<file path="src/slv_guard_macros.svh">
////////////////////////////////////////////////////////////
// AXI subordinate guard, shared widths and register map
////////////////////////////////////////////////////////////

`ifndef SLV_GUARD_MACROS_SVH
`define SLV_GUARD_MACROS_SVH

// AXI widths
`define SG_ID_W            2
`define SG_ADDR_W          32
`define SG_DATA_W          32

// Timer width and tracking depths
`define SG_CNT_W           16
`define SG_MAX_TXNS_PER_ID 4
`define SG_LOG_DEPTH       4

// Register bus
`define SG_REG_AW          8
`define SG_REG_CTRL        8'h00
`define SG_REG_WR_BUDGET   8'h04
`define SG_REG_RD_BUDGET   8'h08
`define SG_REG_ERR_CNT     8'h0C
`define SG_REG_ERR_POP     8'h10

`endif

</file>
<file path="src/slv_guard_pkg.sv">
////////////////////////////////////////////////////////////
// AXI subordinate guard types
// Channel and bus structs, error record, slot state
////////////////////////////////////////////////////////////

`include "slv_guard_macros.svh"

package slv_guard_pkg;

  typedef logic [`SG_ID_W-1:0]     axi_id_t;
  typedef logic [`SG_ADDR_W-1:0]   axi_addr_t;
  typedef logic [`SG_DATA_W-1:0]   axi_data_t;
  typedef logic [`SG_DATA_W/8-1:0] axi_strb_t;
  typedef logic [7:0]              axi_len_t;
  typedef logic [1:0]              axi_resp_t;
  typedef logic [`SG_CNT_W-1:0]    cnt_t;
  typedef logic [`SG_REG_AW-1:0]   reg_addr_t;
  typedef logic [31:0]             reg_data_t;

  typedef struct packed {
    axi_id_t   id;
    axi_addr_t addr;
    axi_len_t  len;
  } aw_chan_t;

  typedef struct packed {
    axi_data_t data;
    axi_strb_t strb;
    logic      last;
  } w_chan_t;

  typedef struct packed {
    axi_id_t   id;
    axi_resp_t resp;
  } b_chan_t;

  typedef struct packed {
    axi_id_t   id;
    axi_addr_t addr;
    axi_len_t  len;
  } ar_chan_t;

  typedef struct packed {
    axi_id_t   id;
    axi_data_t data;
    axi_resp_t resp;
    logic      last;
  } r_chan_t;

  // Manager to subordinate
  typedef struct packed {
    aw_chan_t aw;
    logic     aw_valid;
    w_chan_t  w;
    logic     w_valid;
    logic     b_ready;
    ar_chan_t ar;
    logic     ar_valid;
    logic     r_ready;
  } axi_req_t;

  // Subordinate to manager
  typedef struct packed {
    logic     aw_ready;
    logic     w_ready;
    b_chan_t  b;
    logic     b_valid;
    logic     ar_ready;
    r_chan_t  r;
    logic     r_valid;
  } axi_rsp_t;

  typedef struct packed {
    reg_addr_t addr;
    logic      write;
    reg_data_t wdata;
    logic      valid;
  } reg_req_t;

  typedef struct packed {
    reg_data_t rdata;
    logic      error;
    logic      ready;
  } reg_rsp_t;

  typedef struct packed {
    logic    is_read;
    axi_id_t id;
  } err_rec_t;

  typedef enum logic [1:0] {
    slot_idle,
    slot_busy,
    slot_expired
  } slot_state_e;

endpackage

</file>
<file path="src/slv_guard_log_arb.sv">
////////////////////////////////////////////////////////////
// AXI subordinate guard, error log arbiter
// Round-robin between write and read monitor records
////////////////////////////////////////////////////////////

module slv_guard_log_arb (
  input  logic                    clk_i,
  input  logic                    rst_n_i,
  input  logic                    wr_req_i,
  input  logic                    rd_req_i,
  input  slv_guard_pkg::err_rec_t wr_rec_i,
  input  slv_guard_pkg::err_rec_t rd_rec_i,
  output logic                    wr_gnt_o,
  output logic                    rd_gnt_o,
  output logic                    log_wr_o,
  output slv_guard_pkg::err_rec_t log_rec_o
);

  // Read side won the last grant
  logic last_rd_q;

  assign wr_gnt_o  = wr_req_i && (!rd_req_i || last_rd_q);
  assign rd_gnt_o  = rd_req_i && (!wr_req_i || !last_rd_q);
  assign log_wr_o  = wr_gnt_o || rd_gnt_o;
  assign log_rec_o = rd_gnt_o ? rd_rec_i : wr_rec_i;

  always_ff @(posedge clk_i or negedge rst_n_i) begin
    if (!rst_n_i) begin
      last_rd_q <= 1'b0;
    end else if (log_wr_o) begin
      last_rd_q <= rd_gnt_o;
    end
  end

  a_one_gnt: assert property (@(posedge clk_i) disable iff (!rst_n_i)
    !(wr_gnt_o && rd_gnt_o))
    else $error("both log grants high");

  // A losing monitor holds its request and wins next cycle
  a_wr_wait: assert property (@(posedge clk_i) disable iff (!rst_n_i)
    wr_req_i && !wr_gnt_o |=> wr_gnt_o)
    else $error("write record waited more than one cycle");

  a_rd_wait: assert property (@(posedge clk_i) disable iff (!rst_n_i)
    rd_req_i && !rd_gnt_o |=> rd_gnt_o)
    else $error("read record waited more than one cycle");

endmodule

</file>
<file path="src/slv_guard_rd_mon.sv">
////////////////////////////////////////////////////////////
// AXI subordinate guard, read monitor
// Times open reads per ID from AR to last R, flags timeouts
////////////////////////////////////////////////////////////

`include "slv_guard_macros.svh"

module slv_guard_rd_mon (
  input  logic                    clk_i,
  input  logic                    rst_n_i,
  input  logic                    ena_i,
  input  slv_guard_pkg::axi_req_t req_i,
  input  slv_guard_pkg::axi_rsp_t rsp_i,
  input  slv_guard_pkg::cnt_t     budget_i,
  output logic                    err_req_o,
  output slv_guard_pkg::err_rec_t err_rec_o,
  input  logic                    err_gnt_i
);

  localparam int unsigned NUM_IDS = 1 << `SG_ID_W;
  localparam int unsigned OCNT_W  = $clog2(`SG_MAX_TXNS_PER_ID + 1);

  logic [OCNT_W-1:0]          ocnt_q  [NUM_IDS];
  logic [OCNT_W-1:0]          ocnt_d  [NUM_IDS];
  slv_guard_pkg::cnt_t        timer_q [NUM_IDS];
  slv_guard_pkg::slot_state_e state_q [NUM_IDS];

  logic                   ar_hs;
  logic                   r_hs;
  logic [NUM_IDS-1:0]     start_hit;
  logic [NUM_IDS-1:0]     end_hit;
  logic [NUM_IDS-1:0]     hit;
  slv_guard_pkg::axi_id_t hit_id;
  logic                   take;
  logic                   pend_q;
  slv_guard_pkg::axi_id_t pend_id_q;
  slv_guard_pkg::axi_id_t err_id_q;

  assign ar_hs = req_i.ar_valid & rsp_i.ar_ready;
  // Only the last beat closes a burst
  assign r_hs  = rsp_i.r_valid & req_i.r_ready & rsp_i.r.last;

  always_comb begin
    hit_id = '0;
    for (int i = NUM_IDS - 1; i >= 0; i--) begin
      start_hit[i] = ar_hs && req_i.ar.id == slv_guard_pkg::axi_id_t'(i);
      end_hit[i]   = r_hs && rsp_i.r.id == slv_guard_pkg::axi_id_t'(i);
      ocnt_d[i]    = ocnt_q[i] + OCNT_W'(start_hit[i]) - OCNT_W'(end_hit[i]);
      hit[i]       = ena_i && budget_i != '0 && state_q[i] == slv_guard_pkg::slot_busy
                     && timer_q[i] >= budget_i;
      if (hit[i]) begin
        hit_id = slv_guard_pkg::axi_id_t'(i);
      end
    end
  end

  assign take = |hit && !pend_q;

  always_ff @(posedge clk_i or negedge rst_n_i) begin
    if (!rst_n_i) begin
      for (int i = 0; i < NUM_IDS; i++) begin
        ocnt_q[i]  <= '0;
        timer_q[i] <= '0;
        state_q[i] <= slv_guard_pkg::slot_idle;
      end
    end else begin
      for (int i = 0; i < NUM_IDS; i++) begin
        ocnt_q[i] <= ocnt_d[i];
        if (!ena_i || ocnt_d[i] == '0 || end_hit[i] ||
            (start_hit[i] && ocnt_q[i] == '0)) begin
          timer_q[i] <= '0;
        end else if (timer_q[i] != '1) begin
          timer_q[i] <= timer_q[i] + 1'b1;
        end
        if (ocnt_d[i] == '0) begin
          state_q[i] <= slv_guard_pkg::slot_idle;
        end else if (take && hit_id == slv_guard_pkg::axi_id_t'(i)) begin
          state_q[i] <= slv_guard_pkg::slot_expired;
        end else if (state_q[i] == slv_guard_pkg::slot_idle) begin
          state_q[i] <= slv_guard_pkg::slot_busy;
        end
      end
    end
  end

  always_ff @(posedge clk_i or negedge rst_n_i) begin
    if (!rst_n_i) begin
      err_req_o <= 1'b0;
      pend_q    <= 1'b0;
    end else if (!err_req_o || err_gnt_i) begin
      err_req_o <= pend_q || take;
      pend_q    <= 1'b0;
    end else if (take) begin
      pend_q <= 1'b1;
    end
  end

  always_ff @(posedge clk_i) begin
    if (!err_req_o || err_gnt_i) begin
      err_id_q <= pend_q ? pend_id_q : hit_id;
    end
    if (take) begin
      pend_id_q <= hit_id;
    end
  end

  assign err_rec_o = '{is_read: 1'b1, id: err_id_q};

  a_r_open: assert property (@(posedge clk_i) disable iff (!rst_n_i)
    r_hs |-> ocnt_q[rsp_i.r.id] != '0)
    else $error("last R for id %0d without open read", rsp_i.r.id);

endmodule

</file>
<file path="src/slv_guard_regs.sv">
////////////////////////////////////////////////////////////
// AXI subordinate guard, register file
// Budgets, control, error log FIFO, count, irq and reset req
////////////////////////////////////////////////////////////

`include "slv_guard_macros.svh"

module slv_guard_regs (
  input  logic                    clk_i,
  input  logic                    rst_n_i,
  input  slv_guard_pkg::reg_req_t reg_req_i,
  output slv_guard_pkg::reg_rsp_t reg_rsp_o,
  input  logic                    log_wr_i,
  input  slv_guard_pkg::err_rec_t log_rec_i,
  output slv_guard_pkg::cnt_t     wr_budget_o,
  output slv_guard_pkg::cnt_t     rd_budget_o,
  output logic                    irq_o,
  output logic                    rst_req_o
);

  localparam int unsigned PTR_W = $clog2(`SG_LOG_DEPTH);

  logic [1:0]               ctrl_q;
  slv_guard_pkg::cnt_t      wr_budget_q;
  slv_guard_pkg::cnt_t      rd_budget_q;
  slv_guard_pkg::reg_data_t err_cnt_q;
  logic                     irq_q;
  logic                     rst_req_q;

  slv_guard_pkg::err_rec_t  log_mem [`SG_LOG_DEPTH];
  // Extra MSB tells full from empty
  logic [PTR_W:0]           wptr_q;
  logic [PTR_W:0]           rptr_q;
  logic                     log_full;
  logic                     log_empty;
  slv_guard_pkg::err_rec_t  head;

  logic                     wr_en;
  logic                     rd_en;
  logic                     clr;
  logic                     pop;
  logic                     push;

  assign log_empty = wptr_q == rptr_q;
  assign log_full  = wptr_q[PTR_W] != rptr_q[PTR_W] &&
                     wptr_q[PTR_W-1:0] == rptr_q[PTR_W-1:0];
  assign head      = log_mem[rptr_q[PTR_W-1:0]];

  assign wr_en = reg_req_i.valid && reg_req_i.write;
  assign rd_en = reg_req_i.valid && !reg_req_i.write;
  // Any write to ERR_CNT clears the whole error state
  assign clr   = wr_en && reg_req_i.addr == `SG_REG_ERR_CNT;
  assign pop   = rd_en && reg_req_i.addr == `SG_REG_ERR_POP && !log_empty;
  assign push  = log_wr_i && !log_full && !clr;

  always_comb begin
    reg_rsp_o.rdata = '0;
    reg_rsp_o.error = 1'b0;
    reg_rsp_o.ready = reg_req_i.valid;
    case (reg_req_i.addr)
      `SG_REG_CTRL:      reg_rsp_o.rdata = slv_guard_pkg::reg_data_t'(ctrl_q);
      `SG_REG_WR_BUDGET: reg_rsp_o.rdata = slv_guard_pkg::reg_data_t'(wr_budget_q);
      `SG_REG_RD_BUDGET: reg_rsp_o.rdata = slv_guard_pkg::reg_data_t'(rd_budget_q);
      `SG_REG_ERR_CNT:   reg_rsp_o.rdata = err_cnt_q;
      `SG_REG_ERR_POP: begin
        reg_rsp_o.rdata     = slv_guard_pkg::reg_data_t'(head);
        reg_rsp_o.rdata[31] = !log_empty;
      end
      default:           reg_rsp_o.error = reg_req_i.valid;
    endcase
  end

  always_ff @(posedge clk_i or negedge rst_n_i) begin
    if (!rst_n_i) begin
      ctrl_q      <= '0;
      wr_budget_q <= '0;
      rd_budget_q <= '0;
      err_cnt_q   <= '0;
      wptr_q      <= '0;
      rptr_q      <= '0;
      irq_q       <= 1'b0;
      rst_req_q   <= 1'b0;
    end else begin
      if (wr_en) begin
        case (reg_req_i.addr)
          `SG_REG_CTRL:      ctrl_q      <= reg_req_i.wdata[1:0];
          `SG_REG_WR_BUDGET: wr_budget_q <= reg_req_i.wdata[`SG_CNT_W-1:0];
          `SG_REG_RD_BUDGET: rd_budget_q <= reg_req_i.wdata[`SG_CNT_W-1:0];
          default: ;
        endcase
      end
      if (clr) begin
        err_cnt_q <= '0;
        wptr_q    <= '0;
        rptr_q    <= '0;
        irq_q     <= 1'b0;
        rst_req_q <= 1'b0;
      end else begin
        if (pop) begin
          rptr_q <= rptr_q + 1'b1;
        end
        if (push) begin
          wptr_q <= wptr_q + 1'b1;
        end
        // Dropped records are still counted
        if (log_wr_i) begin
          if (err_cnt_q != '1) begin
            err_cnt_q <= err_cnt_q + 1'b1;
          end
          if (ctrl_q[0]) begin
            irq_q <= 1'b1;
          end
          if (ctrl_q[1]) begin
            rst_req_q <= 1'b1;
          end
        end
      end
    end
  end

  always_ff @(posedge clk_i) begin
    if (push) begin
      log_mem[wptr_q[PTR_W-1:0]] <= log_rec_i;
    end
  end

  assign wr_budget_o = wr_budget_q;
  assign rd_budget_o = rd_budget_q;
  assign irq_o       = irq_q;
  assign rst_req_o   = rst_req_q;

endmodule

</file>
<file path="src/slv_guard_top.sv">
////////////////////////////////////////////////////////////
// AXI subordinate guard, top level
// Zero-latency pass-through with write and read timeout watch
////////////////////////////////////////////////////////////

module slv_guard_top (
  input  logic                    clk_i,
  input  logic                    rst_n_i,
  input  logic                    guard_ena_i,
  // Manager side
  input  slv_guard_pkg::axi_req_t req_i,
  output slv_guard_pkg::axi_rsp_t rsp_o,
  // Subordinate side
  output slv_guard_pkg::axi_req_t req_o,
  input  slv_guard_pkg::axi_rsp_t rsp_i,
  input  slv_guard_pkg::reg_req_t reg_req_i,
  output slv_guard_pkg::reg_rsp_t reg_rsp_o,
  output logic                    irq_o,
  output logic                    rst_req_o
);

  slv_guard_pkg::cnt_t     wr_budget;
  slv_guard_pkg::cnt_t     rd_budget;
  logic                    wr_err_req;
  logic                    rd_err_req;
  slv_guard_pkg::err_rec_t wr_err_rec;
  slv_guard_pkg::err_rec_t rd_err_rec;
  logic                    wr_err_gnt;
  logic                    rd_err_gnt;
  logic                    log_wr;
  slv_guard_pkg::err_rec_t log_rec;

  // Observe only, never touch the traffic
  assign req_o = req_i;
  assign rsp_o = rsp_i;

  slv_guard_wr_mon i_wr_mon (
    .clk_i     ( clk_i       ),
    .rst_n_i   ( rst_n_i     ),
    .ena_i     ( guard_ena_i ),
    .req_i     ( req_i       ),
    .rsp_i     ( rsp_i       ),
    .budget_i  ( wr_budget   ),
    .err_req_o ( wr_err_req  ),
    .err_rec_o ( wr_err_rec  ),
    .err_gnt_i ( wr_err_gnt  )
  );

  slv_guard_rd_mon i_rd_mon (
    .clk_i     ( clk_i       ),
    .rst_n_i   ( rst_n_i     ),
    .ena_i     ( guard_ena_i ),
    .req_i     ( req_i       ),
    .rsp_i     ( rsp_i       ),
    .budget_i  ( rd_budget   ),
    .err_req_o ( rd_err_req  ),
    .err_rec_o ( rd_err_rec  ),
    .err_gnt_i ( rd_err_gnt  )
  );

  slv_guard_log_arb i_log_arb (
    .clk_i     ( clk_i      ),
    .rst_n_i   ( rst_n_i    ),
    .wr_req_i  ( wr_err_req ),
    .rd_req_i  ( rd_err_req ),
    .wr_rec_i  ( wr_err_rec ),
    .rd_rec_i  ( rd_err_rec ),
    .wr_gnt_o  ( wr_err_gnt ),
    .rd_gnt_o  ( rd_err_gnt ),
    .log_wr_o  ( log_wr     ),
    .log_rec_o ( log_rec    )
  );

  slv_guard_regs i_regs (
    .clk_i       ( clk_i     ),
    .rst_n_i     ( rst_n_i   ),
    .reg_req_i   ( reg_req_i ),
    .reg_rsp_o   ( reg_rsp_o ),
    .log_wr_i    ( log_wr    ),
    .log_rec_i   ( log_rec   ),
    .wr_budget_o ( wr_budget ),
    .rd_budget_o ( rd_budget ),
    .irq_o       ( irq_o     ),
    .rst_req_o   ( rst_req_o )
  );

endmodule

</file>
<file path="src/slv_guard_wr_mon.sv">
////////////////////////////////////////////////////////////
// AXI subordinate guard, write monitor
// Times open writes per ID from AW to B, flags timeouts
////////////////////////////////////////////////////////////

`include "slv_guard_macros.svh"

module slv_guard_wr_mon (
  input  logic                    clk_i,
  input  logic                    rst_n_i,
  input  logic                    ena_i,
  input  slv_guard_pkg::axi_req_t req_i,
  input  slv_guard_pkg::axi_rsp_t rsp_i,
  input  slv_guard_pkg::cnt_t     budget_i,
  output logic                    err_req_o,
  output slv_guard_pkg::err_rec_t err_rec_o,
  input  logic                    err_gnt_i
);

  localparam int unsigned NUM_IDS = 1 << `SG_ID_W;
  localparam int unsigned OCNT_W  = $clog2(`SG_MAX_TXNS_PER_ID + 1);

  logic [OCNT_W-1:0]          ocnt_q  [NUM_IDS];
  logic [OCNT_W-1:0]          ocnt_d  [NUM_IDS];
  slv_guard_pkg::cnt_t        timer_q [NUM_IDS];
  slv_guard_pkg::slot_state_e state_q [NUM_IDS];

  logic                   aw_hs;
  logic                   b_hs;
  logic [NUM_IDS-1:0]     start_hit;
  logic [NUM_IDS-1:0]     end_hit;
  logic [NUM_IDS-1:0]     hit;
  slv_guard_pkg::axi_id_t hit_id;
  logic                   take;
  logic                   pend_q;
  slv_guard_pkg::axi_id_t pend_id_q;
  slv_guard_pkg::axi_id_t err_id_q;

  assign aw_hs = req_i.aw_valid & rsp_i.aw_ready;
  assign b_hs  = rsp_i.b_valid & req_i.b_ready;

  always_comb begin
    hit_id = '0;
    // Descending scan so the lowest expiring ID wins
    for (int i = NUM_IDS - 1; i >= 0; i--) begin
      start_hit[i] = aw_hs && req_i.aw.id == slv_guard_pkg::axi_id_t'(i);
      end_hit[i]   = b_hs && rsp_i.b.id == slv_guard_pkg::axi_id_t'(i);
      ocnt_d[i]    = ocnt_q[i] + OCNT_W'(start_hit[i]) - OCNT_W'(end_hit[i]);
      hit[i]       = ena_i && budget_i != '0 && state_q[i] == slv_guard_pkg::slot_busy
                     && timer_q[i] >= budget_i;
      if (hit[i]) begin
        hit_id = slv_guard_pkg::axi_id_t'(i);
      end
    end
  end

  // One expiry accepted per cycle, only while the pending slot is free
  assign take = |hit && !pend_q;

  always_ff @(posedge clk_i or negedge rst_n_i) begin
    if (!rst_n_i) begin
      for (int i = 0; i < NUM_IDS; i++) begin
        ocnt_q[i]  <= '0;
        timer_q[i] <= '0;
        state_q[i] <= slv_guard_pkg::slot_idle;
      end
    end else begin
      for (int i = 0; i < NUM_IDS; i++) begin
        ocnt_q[i] <= ocnt_d[i];
        if (!ena_i || ocnt_d[i] == '0 || end_hit[i] ||
            (start_hit[i] && ocnt_q[i] == '0)) begin
          timer_q[i] <= '0;
        end else if (timer_q[i] != '1) begin
          timer_q[i] <= timer_q[i] + 1'b1;
        end
        if (ocnt_d[i] == '0) begin
          state_q[i] <= slv_guard_pkg::slot_idle;
        end else if (take && hit_id == slv_guard_pkg::axi_id_t'(i)) begin
          state_q[i] <= slv_guard_pkg::slot_expired;
        end else if (state_q[i] == slv_guard_pkg::slot_idle) begin
          state_q[i] <= slv_guard_pkg::slot_busy;
        end
      end
    end
  end

  // Output request, backed by a one-deep pending entry
  always_ff @(posedge clk_i or negedge rst_n_i) begin
    if (!rst_n_i) begin
      err_req_o <= 1'b0;
      pend_q    <= 1'b0;
    end else if (!err_req_o || err_gnt_i) begin
      err_req_o <= pend_q || take;
      pend_q    <= 1'b0;
    end else if (take) begin
      pend_q <= 1'b1;
    end
  end

  always_ff @(posedge clk_i) begin
    if (!err_req_o || err_gnt_i) begin
      err_id_q <= pend_q ? pend_id_q : hit_id;
    end
    if (take) begin
      pend_id_q <= hit_id;
    end
  end

  assign err_rec_o = '{is_read: 1'b0, id: err_id_q};

  // Manager keeps within the per-ID limit
  a_max_txns: assert property (@(posedge clk_i) disable iff (!rst_n_i)
    aw_hs && ocnt_q[req_i.aw.id] == OCNT_W'(`SG_MAX_TXNS_PER_ID)
    |-> b_hs && rsp_i.b.id == req_i.aw.id)
    else $error("write limit exceeded for id %0d", req_i.aw.id);

  a_b_open: assert property (@(posedge clk_i) disable iff (!rst_n_i)
    b_hs |-> ocnt_q[rsp_i.b.id] != '0)
    else $error("B for id %0d without open write", rsp_i.b.id);

endmodule

</file>
<file path="config.mk">
export PLATFORM = sky130hd
export DESIGN_NAME = slv_guard_top
export DESIGN_NICKNAME = d
export VERILOG_FILES = /design/src/slv_guard_pkg.sv /design/src/slv_guard_log_arb.sv /design/src/slv_guard_rd_mon.sv /design/src/slv_guard_regs.sv /design/src/slv_guard_top.sv /design/src/slv_guard_wr_mon.sv
export VERILOG_INCLUDE_DIRS = /design/src
export SDC_FILE = /design/constraint.sdc
export NUM_CORES = 1
export LEC_CHECK = 0
export ABC_AREA = 1
export BUFFER_PORTS_ARGS = -buffer_cell sky130_fd_sc_hd__buf_2
export CORE_MARGIN = 3
export CORE_UTILIZATION = 50
export DETAILED_ROUTE_END_ITERATION = 6
export GPL_ROUTABILITY_DRIVEN = 1
export PLACE_DENSITY = 0.77
export SLEW_MARGIN = 20
export SYNTH_ARGS = -nofsm -noshare
export SYNTH_HDL_FRONTEND = slang
export SYNTH_HIERARCHICAL = 1
export SYNTH_SLANG_ARGS = --single-unit
</file>
<file path="constraint.sdc">
create_clock -name clk_i -period 2 [get_ports clk_i]
set_input_delay 0.3 -clock clk_i [delete_from_list [all_inputs] [get_ports clk_i]]
set_output_delay 0.3 -clock clk_i [all_outputs]
set_load 0.02 [all_outputs]
</file>
* After elaboration in Yosys (flattened, before gate mapping)
Memory sizes are Yosys's and may differ from the RTL's.
Index checks and enable logic that the tools add are counted.
** Cells by class
- Muxes and demuxes :: 72
- Magnitude comparators :: 8
- Add/sub/neg operators :: 27
- Bitwise operators :: 5
- Equal/unequal tests :: 42
- Reduce and logical (&&, ||, !) cells :: 169
** Operators by type and width (number)
- $mux W16 :: 16
- $pmux W32 S5 :: 1
- $add A16 B1 Y16 const B :: 8
- $ge A16 B16 Y1 :: 8
- $ne A16 B16 Y1 const B :: 8
- $mux W32 :: 3
- $mux W2 :: 34
- $logic_and A1 B1 Y1 :: 62
- $logic_not A3 Y1 :: 16
- $add A32 B1 Y32 const B :: 1
- $ne A32 B32 Y1 const B :: 1
- $reduce_bool A16 Y1 :: 2
- $reduce_bool A2 Y1 :: 16
- $logic_or A1 B1 Y1 :: 31
- $eq A2 B1 Y1 const B :: 14
- $logic_not A2 Y1 :: 14
- $add A3 B1 Y3 :: 8
- $eq A2 B2 Y1 const B :: 12
- $reduce_bool A3 Y1 :: 8
- $sub A3 B1 Y3 :: 8
- $eq A8 B4 Y1 const B :: 2
- $mux W3 :: 5
- $mux W1 :: 13
- $reduce_and A2 Y1 :: 6
- other kinds (11) :: 26
** Word-level totals
- Register bits after elaboration :: 255
- Output and inout port bits :: 208
- RAM bits :: 12
- Logic and storage cells :: 365
- Bits of input ports :: 217
- Memories kept :: 1
** Memories
- i_regs.log_mem :: words 4, bits a word 3, read ports 1, clocked after Yosys merged registers in 0, write ports 1, line slv_guard_regs.sv:30 : slv_guard_pkg::err_rec_t log_mem [`SG_LOG_DEPTH];

* Longest topological paths before layout
- Word-level depth :: 12
- Mapped depth :: 17
- Gate-level depth less buffers :: 17

* By module
The synthesis kept the hierarchy.
** Modules (own cells, without submodules)
- slv_guard_wr_mon :: cells an instance 827, area an instance 6451.2 um^2, times used 1, seq. area each 2272.2 um^2
- slv_guard_rd_mon :: cells an instance 797, area an instance 6349.8 um^2, times used 1, seq. area each 2272.2 um^2
- slv_guard_regs :: cells an instance 653, area an instance 4947.2 um^2, times used 1, seq. area each 2212.1 um^2
- slv_guard_top :: cells an instance 172, area an instance 1291.2 um^2, times used 1, seq. area each 0.0 um^2
- slv_guard_log_arb :: cells an instance 20, area an instance 107.6 um^2, times used 1, seq. area each 25.0 um^2

* Least setup slack after synthesis
No wires, ideal clock.
- Kind :: input to register
- Start point :: input port rsp_i[39] (netlist bit)
- End point :: register i_wr_mon/timer_q[27] (netlist bit)
- Required time :: 1.879 ns
- Path buffers :: 1
- Setup slack :: -0.367 ns
- Arrival time :: 2.246 ns
- Stages on the path :: 15
- Library setup time :: 0.121 ns
- Cell sequence :: nand2_1 nor3_1 ha_1 inv_1 ha_1 inv_1 fa_1 inv_1 nor2_1 nand2_1 nand2_1 clkbuf_1 o21ai_1 nor2_1 nor2_1
** RTL lines
- start: declaration :: line slv_guard_top.sv:15 : input slv_guard_pkg::axi_rsp_t rsp_i,
- end signal: indexed assignment :: line slv_guard_wr_mon.sv:74 : timer_q[i] <= timer_q[i] + 1'b1;
- end: declaration :: line slv_guard_wr_mon.sv:25 : slv_guard_pkg::cnt_t timer_q [NUM_IDS];

* Worst setup path in the final report
- Start point :: register i_regs.rd_budget_q[13], in the netlist i_regs/rd_budget_o[13]
- End point :: register i_rd_mon.err_id_q[0] (data pin)
** On the way
- Longest elaborated chain between the ends :: 9
- Elaborated cells between the ends (all ways) :: 19
- Those cells by class :: order compare (4); mux (5); reduce/logical (10)
** Ends and longest elaborated chain
- start: declaration :: line slv_guard_regs.sv:25 : slv_guard_pkg::cnt_t rd_budget_q;
- start signal: assignment :: line slv_guard_regs.sv:88 : `SG_REG_RD_BUDGET: rd_budget_q <= reg_req_i.wdata[`SG_CNT_W-1:0];
- branches (longest 7 deep; another with $ge A16 B16 Y1)
- $mux W2 * :: line slv_guard_rd_mon.sv:51 : if (hit[i]) begin
- $mux W2 * :: line slv_guard_rd_mon.sv:100 : err_id_q <= pend_q ? pend_id_q : hit_id;
- end signal: assignment :: line slv_guard_rd_mon.sv:100
- end: declaration :: line slv_guard_rd_mon.sv:37 : slv_guard_pkg::axi_id_t err_id_q;
Every way passes the cells marked *.
A chain may end at the register's enable or synchronous reset.

==> flow_summary_export.csv <==
group,metric,value,unit
setup_path,worstSetupPathDepth,14,
setup_path,rrSetupSlack,-240,ps
final_layout,finish.net_count,3036,
setup_path,series_of_cell_instances_along_the_critical_path,"clkinvlp_4 -> buf_12 -> ha_4 -> nand2_2 -> inv_2 -> o21bai_1 -> nand2_1 -> a21oi_2 -> nand3_2 -> nand2_4 -> buf_6 -> nand2_1 -> nand3_1 -> nand2_1",
die,floorplan.initialDensity,0.508,
synth,dominant_register_cell_in_the_synthesized_netlist,"sky130_fd_sc_hd__dfrtp_1",
synth,post_synthesis_area_per_instance,7.76,sq um
die,die_outline_area,0.0407,sq mm
synth,yosys.cell_types.count,62,
final_layout,final_layout_size_suffix_gt1_frac,0.283,
cts,clk-insertion-delay-late,580,ps
routing,vias,17622,
final_layout,antennaDiodeCount,0,
placed_design,pre_cts_slack,-587,ps
setup_path,worst-path-max-fanout,4,
die,floorplan.die.width,202,um
setup_path,critPathCaptureType,"flop",
placed_design,portBuffers,98,
routing,drt_wl_total,56.9,mm
routing,remaining_drc_errors,0,
cts,cts.reportedPaths.clkPinSlew,70,ps
setup_path,crit_start,"i_regs/rd_budget_o[13]$_DFFE_PN0P_",
routing,drt-initial-drc-count,1331,
routing,avgRoutedWirePerCell,17.9,um
timing,worst_slew_pin_slew,523,ps
setup_path,critical_path.endpoint,"i_rd_mon/err_id_q[0]$_DFFE_PN_",
die,rows,71,
power,irDropWorstVdd,0.829,mV
synth,synth.cell_area,0.0191,sq mm
cts,cts.htree.levels,1,
routing,drt_pre_antenna_iters,6,
power,total_leakage_power,11.4,nW
setup_path,cp.required,2320,ps
die,core_region_area,0.0377,sq mm
setup_path,cp_slowest_stage_delay,400,ps
die,num_io_pins,425,
timing,finalWorstSetupSlack,-235,ps
routing,route.antenna.remaining_nets,0,
routing,route.met2.wl,26.9,mm
synth,synthesis.yosys.warnings,6,
synth,synth_enable_flop_cells,20,
timing,layout_min_cycle_time,2240,ps
synth,synth-seq-cells,267,
power,design_power_total,21.2,mW
worst_hold_path,hold_class,"input port to flop",
power,pwr_density_cell,907,mW/mm^2
placed_design,post-place-cells,3097,
setup_path,timing.critical_path.max_delay_family,"simple AND/OR/NAND/NOR gates",
die,die_y,202,um
timing,worst_slew_margin_rel,0.648,
routing,m1WireLength,22.2,mm
routing,met3_wirelength,5.53,mm
synth,synth-async-reset-ratio,0.925,
final_layout,finalNonFillerCells,3188,
setup_path,worst_path_most_repeated_cell,"sky130_fd_sc_hd__nand2_1",
cts,clk_root_buffer_cell,"sky130_fd_sc_hd__clkbuf_16",
timing,grt_setup_unrepaired,"yes",
timing,finClkSkew,25.7,ps
cts,cts_tree,"yes",
setup_path,critPathLaunchType,"flop",
setup_path,rr_endpoint,"i_rd_mon/err_id_q[0]$_DFFE_PN_",
timing,timing.final.max_slew_violations,0,
cts,clk_path_buf_depth,3,
global_route,first_global_vias,17469,
timing,maxClockFrequency,447,MHz
global_route,antenna_found_initial,0,
timing,setup-violations-final,36,
setup_path,ff2ff_path_depth,14,
synth,mappedNetlistNets,2852,
setup_path,critical_path.n_buffers_inverters,4,
routing,post_drt_via_cell_ratio,5.53,
global_route,wire_length_of_the_first_global_routing_pass,88.7,mm
timing,timing.final.crit_share,1.12,
placed_design,hpwl,42.1,mm
setup_path,crit_arrival,2560,ps
setup_path,timing.critical_path.slowest_stage_cell,"sky130_fd_sc_hd__dfrtp_1",
outcome,violated_checks,"setup timing",
global_route,track_usage,0.267,
timing,setup_total_negative_slack,-5520,ps
cts,cts_inserted_buffers,30,
cts,cts_sinks,267,
outcome,status,"complete, but fails checks",
final_layout,final_common_cell,"sky130_fd_sc_hd__nand2_1",
setup_path,reg2reg_from,"i_regs/rd_budget_o[13]$_DFFE_PN0P_",
setup_path,criticalPathCategory,"flop to flop",
routing,highest_layer,"met5",
final_layout,areaGrowthSynthToFinish,22.1,%
final_layout,most_frequent_cells_in_the_layout,"sky130_fd_sc_hd__nand2_1 (487), sky130_fd_sc_hd__inv_1 (282), sky130_fd_sc_hd__dfrtp_1 (244)",
placed_design,place_congestion,0.949,
global_route,grt_max_degree,59,
flow_run,max-cap-violations,0,
synth,netlist_instances,2469,
global_route,grt_overflow_total,0,
timing,number_of_endpoints_with_negative_hold_slack_in_the_final_report,0,
synth,seq_area_frac_synth,0.354,
metrics by stage:
| stage | cell area (sq um) | hold slack, ps | util |
|---|---|---|---|
| finish | 23400 | 39.0 | 0.621 |
| global route | 23400 | 37.7 | 0.621 |
| CTS | 22700 | 26.1 | 0.603 |
| detailed placement | 20800 | 284 | 0.553 |
| global placement | 20800 | 279 | 0.553 |
| floorplan | 19400 | 4.41 | - |
cell type report:
cell class | count | area (sq um)
Sequential cell | 267 | 6790
Fill cell | 3014 | 14300
Clock inverter | 19 | 272
Timing Repair inverter | 1 | 7.51
Timing Repair Buffer | 349 | 2710
Inverter | 342 | 1340
Clock buffer | 37 | 860
Tap cell | 511 | 639
Multi-Input combinational cell | 1662 | 10800
cell usage after synthesis (5+ instances only):
cell,instances,area share
sky130_fd_sc_hd__a21oi_1,122,0.032
sky130_fd_sc_hd__buf_4,177,0.069
sky130_fd_sc_hd__buf_2,6,0.0016
sky130_fd_sc_hd__nand4_1,45,0.015
sky130_fd_sc_hd__inv_1,332,0.065
sky130_fd_sc_hd__o211ai_1,15,0.0059
sky130_fd_sc_hd__fa_1,8,0.0084
sky130_fd_sc_hd__o21ai_2,11,0.0050
sky130_fd_sc_hd__a21o_1,5,0.0020
sky130_fd_sc_hd__xor2_1,55,0.025
sky130_fd_sc_hd__o21bai_1,6,0.0024
sky130_fd_sc_hd__nor4_1,20,0.0065
sky130_fd_sc_hd__nand3_2,8,0.0042
sky130_fd_sc_hd__nor2_1,225,0.044
sky130_fd_sc_hd__a211oi_1,8,0.0031
sky130_fd_sc_hd__nor3_2,11,0.0058
sky130_fd_sc_hd__ha_1,158,0.10
sky130_fd_sc_hd__xnor2_1,19,0.0087
sky130_fd_sc_hd__nor3_1,79,0.021
sky130_fd_sc_hd__a21boi_0,6,0.0024
sky130_fd_sc_hd__nand2_4,6,0.0035
sky130_fd_sc_hd__nand2_1,541,0.11
sky130_fd_sc_hd__nor2_4,9,0.0053
sky130_fd_sc_hd__nor2_2,13,0.0042
sky130_fd_sc_hd__nand2_2,20,0.0065
sky130_fd_sc_hd__nand3_1,100,0.026
sky130_fd_sc_hd__dfrtp_1,247,0.32
sky130_fd_sc_hd__clkbuf_1,11,0.0022
sky130_fd_sc_hd__edfxtp_1,20,0.031
sky130_fd_sc_hd__o21ai_0,108,0.028
sky130_fd_sc_hd__inv_2,9,0.0018
sky130_fd_sc_hd__o21ai_1,13,0.0034
worst min path at each step:
stage / startpoint / to / slack, ps / cells after the start
3_5_place_dp: rst_n_i / i_wr_mon/timer_q[59]$_DFFE_PN0P_ / 280 / 1
6_report: reg_req_i[4] / i_regs/wr_budget_o[3]$_DFFE_PN0P_ / 40 / 3
5_1_grt: reg_req_i[10] / i_regs/wr_budget_o[9]$_DFFE_PN0P_ / 40 / 3
3_3_place_gp: rst_n_i / i_wr_mon/timer_q[59]$_DFFE_PN0P_ / 280 / 1
4_1_cts: reg_req_i[10] / i_regs/wr_budget_o[9]$_DFFE_PN0P_ / 30 / 3
2_1_floorplan: rst_n_i / i_log_arb/last_rd_q$_DFFE_PN0P_ / 4 / 0
timing repair:
action / in CTS / in global routing
cloned: 0 / 1
hold buffers: 1 / 0
endpoints found under the hold margin: 53 / 0
setup buffers: 16 / 17
endpoints found under the setup margin: 35 / 146
resized for setup: 164 / 155
pin swaps: 48 / 73
flip-flops by register name (all words and copies together) (netlist names):
| register | count |
|---|---|
| i_wr_mon/timer_q | 64 |
| i_wr_mon/pend_id_q | 2 |
| i_rd_mon/ocnt_q | 12 |
| i_regs/wptr_q | 3 |
| i_regs/err_cnt_q | 32 |
| i_rd_mon/err_req_o | 1 |
| i_rd_mon/err_id_q | 2 |
| i_regs/rd_budget_o | 16 |
| i_regs/rst_req_o | 1 |
| i_wr_mon/err_req_o | 1 |
| i_wr_mon/state_q | 8 |
| i_rd_mon/timer_q | 64 |
| i_wr_mon/ocnt_q | 12 |
| i_rd_mon/pend_q | 1 |
| i_wr_mon/err_id_q | 2 |
| i_log_arb/last_rd_q | 1 |
| i_wr_mon/pend_q | 1 |
| i_regs/rptr_q | 3 |
| i_rd_mon/state_q | 8 |
| i_regs/ctrl_q | 2 |
| i_regs/log_mem | 12 |
| i_regs/irq_o | 1 |
| i_rd_mon/pend_id_q | 2 |
| i_regs/wr_budget_o | 16 |
worst register-to-register path, cell delays in order (launching register included):
cell and delay [ps]:
sky130_fd_sc_hd__dfrtp_1 400, sky130_fd_sc_hd__clkinvlp_4 170, sky130_fd_sc_hd__buf_12 180, sky130_fd_sc_hd__ha_4 250
sky130_fd_sc_hd__nand2_2 60, sky130_fd_sc_hd__inv_2 30, sky130_fd_sc_hd__o21bai_1 120, sky130_fd_sc_hd__nand2_1 80
sky130_fd_sc_hd__a21oi_2 120, sky130_fd_sc_hd__nand3_2 140, sky130_fd_sc_hd__nand2_4 120, sky130_fd_sc_hd__buf_6 120
sky130_fd_sc_hd__nand2_1 60, sky130_fd_sc_hd__nand3_1 70, sky130_fd_sc_hd__nand2_1 50
per-layer routing:
metal	track usage	up-vias
li1	-	8266
met1	0.323	8361
met2	0.441	789
met3	0.0883	202
met4	0.107	4
met5	0.0143	-
report_power, final:
group,switching [mW],internal [mW],leakage (nW)
Clock,2.40,3.83,0.546
Sequential,0.710,6.46,3.50
Combinational,4.67,3.12,7.33
Total,7.78,13.4,11.4
cells by family (layout without fill, tap and decap cells):
| family | Yosys count | after routing | share of synthesized area |
|---|---|---|---|
| AND/OR/NAND/NOR | 1101 | 1101 | 0.262 |
| buffers and inverters | 540 | 748 | 0.142 |
| AO/OA/AOI/OAI | 319 | 319 | 0.0959 |
| flip-flops | 267 | 267 | 0.354 |
| adder cells (fa/ha/maj) | 166 | 166 | 0.112 |
| XOR/XNOR | 74 | 74 | 0.0338 |
| other | 2 | 2 | 0.000392 |
Power figures use the tool's default switching activity.
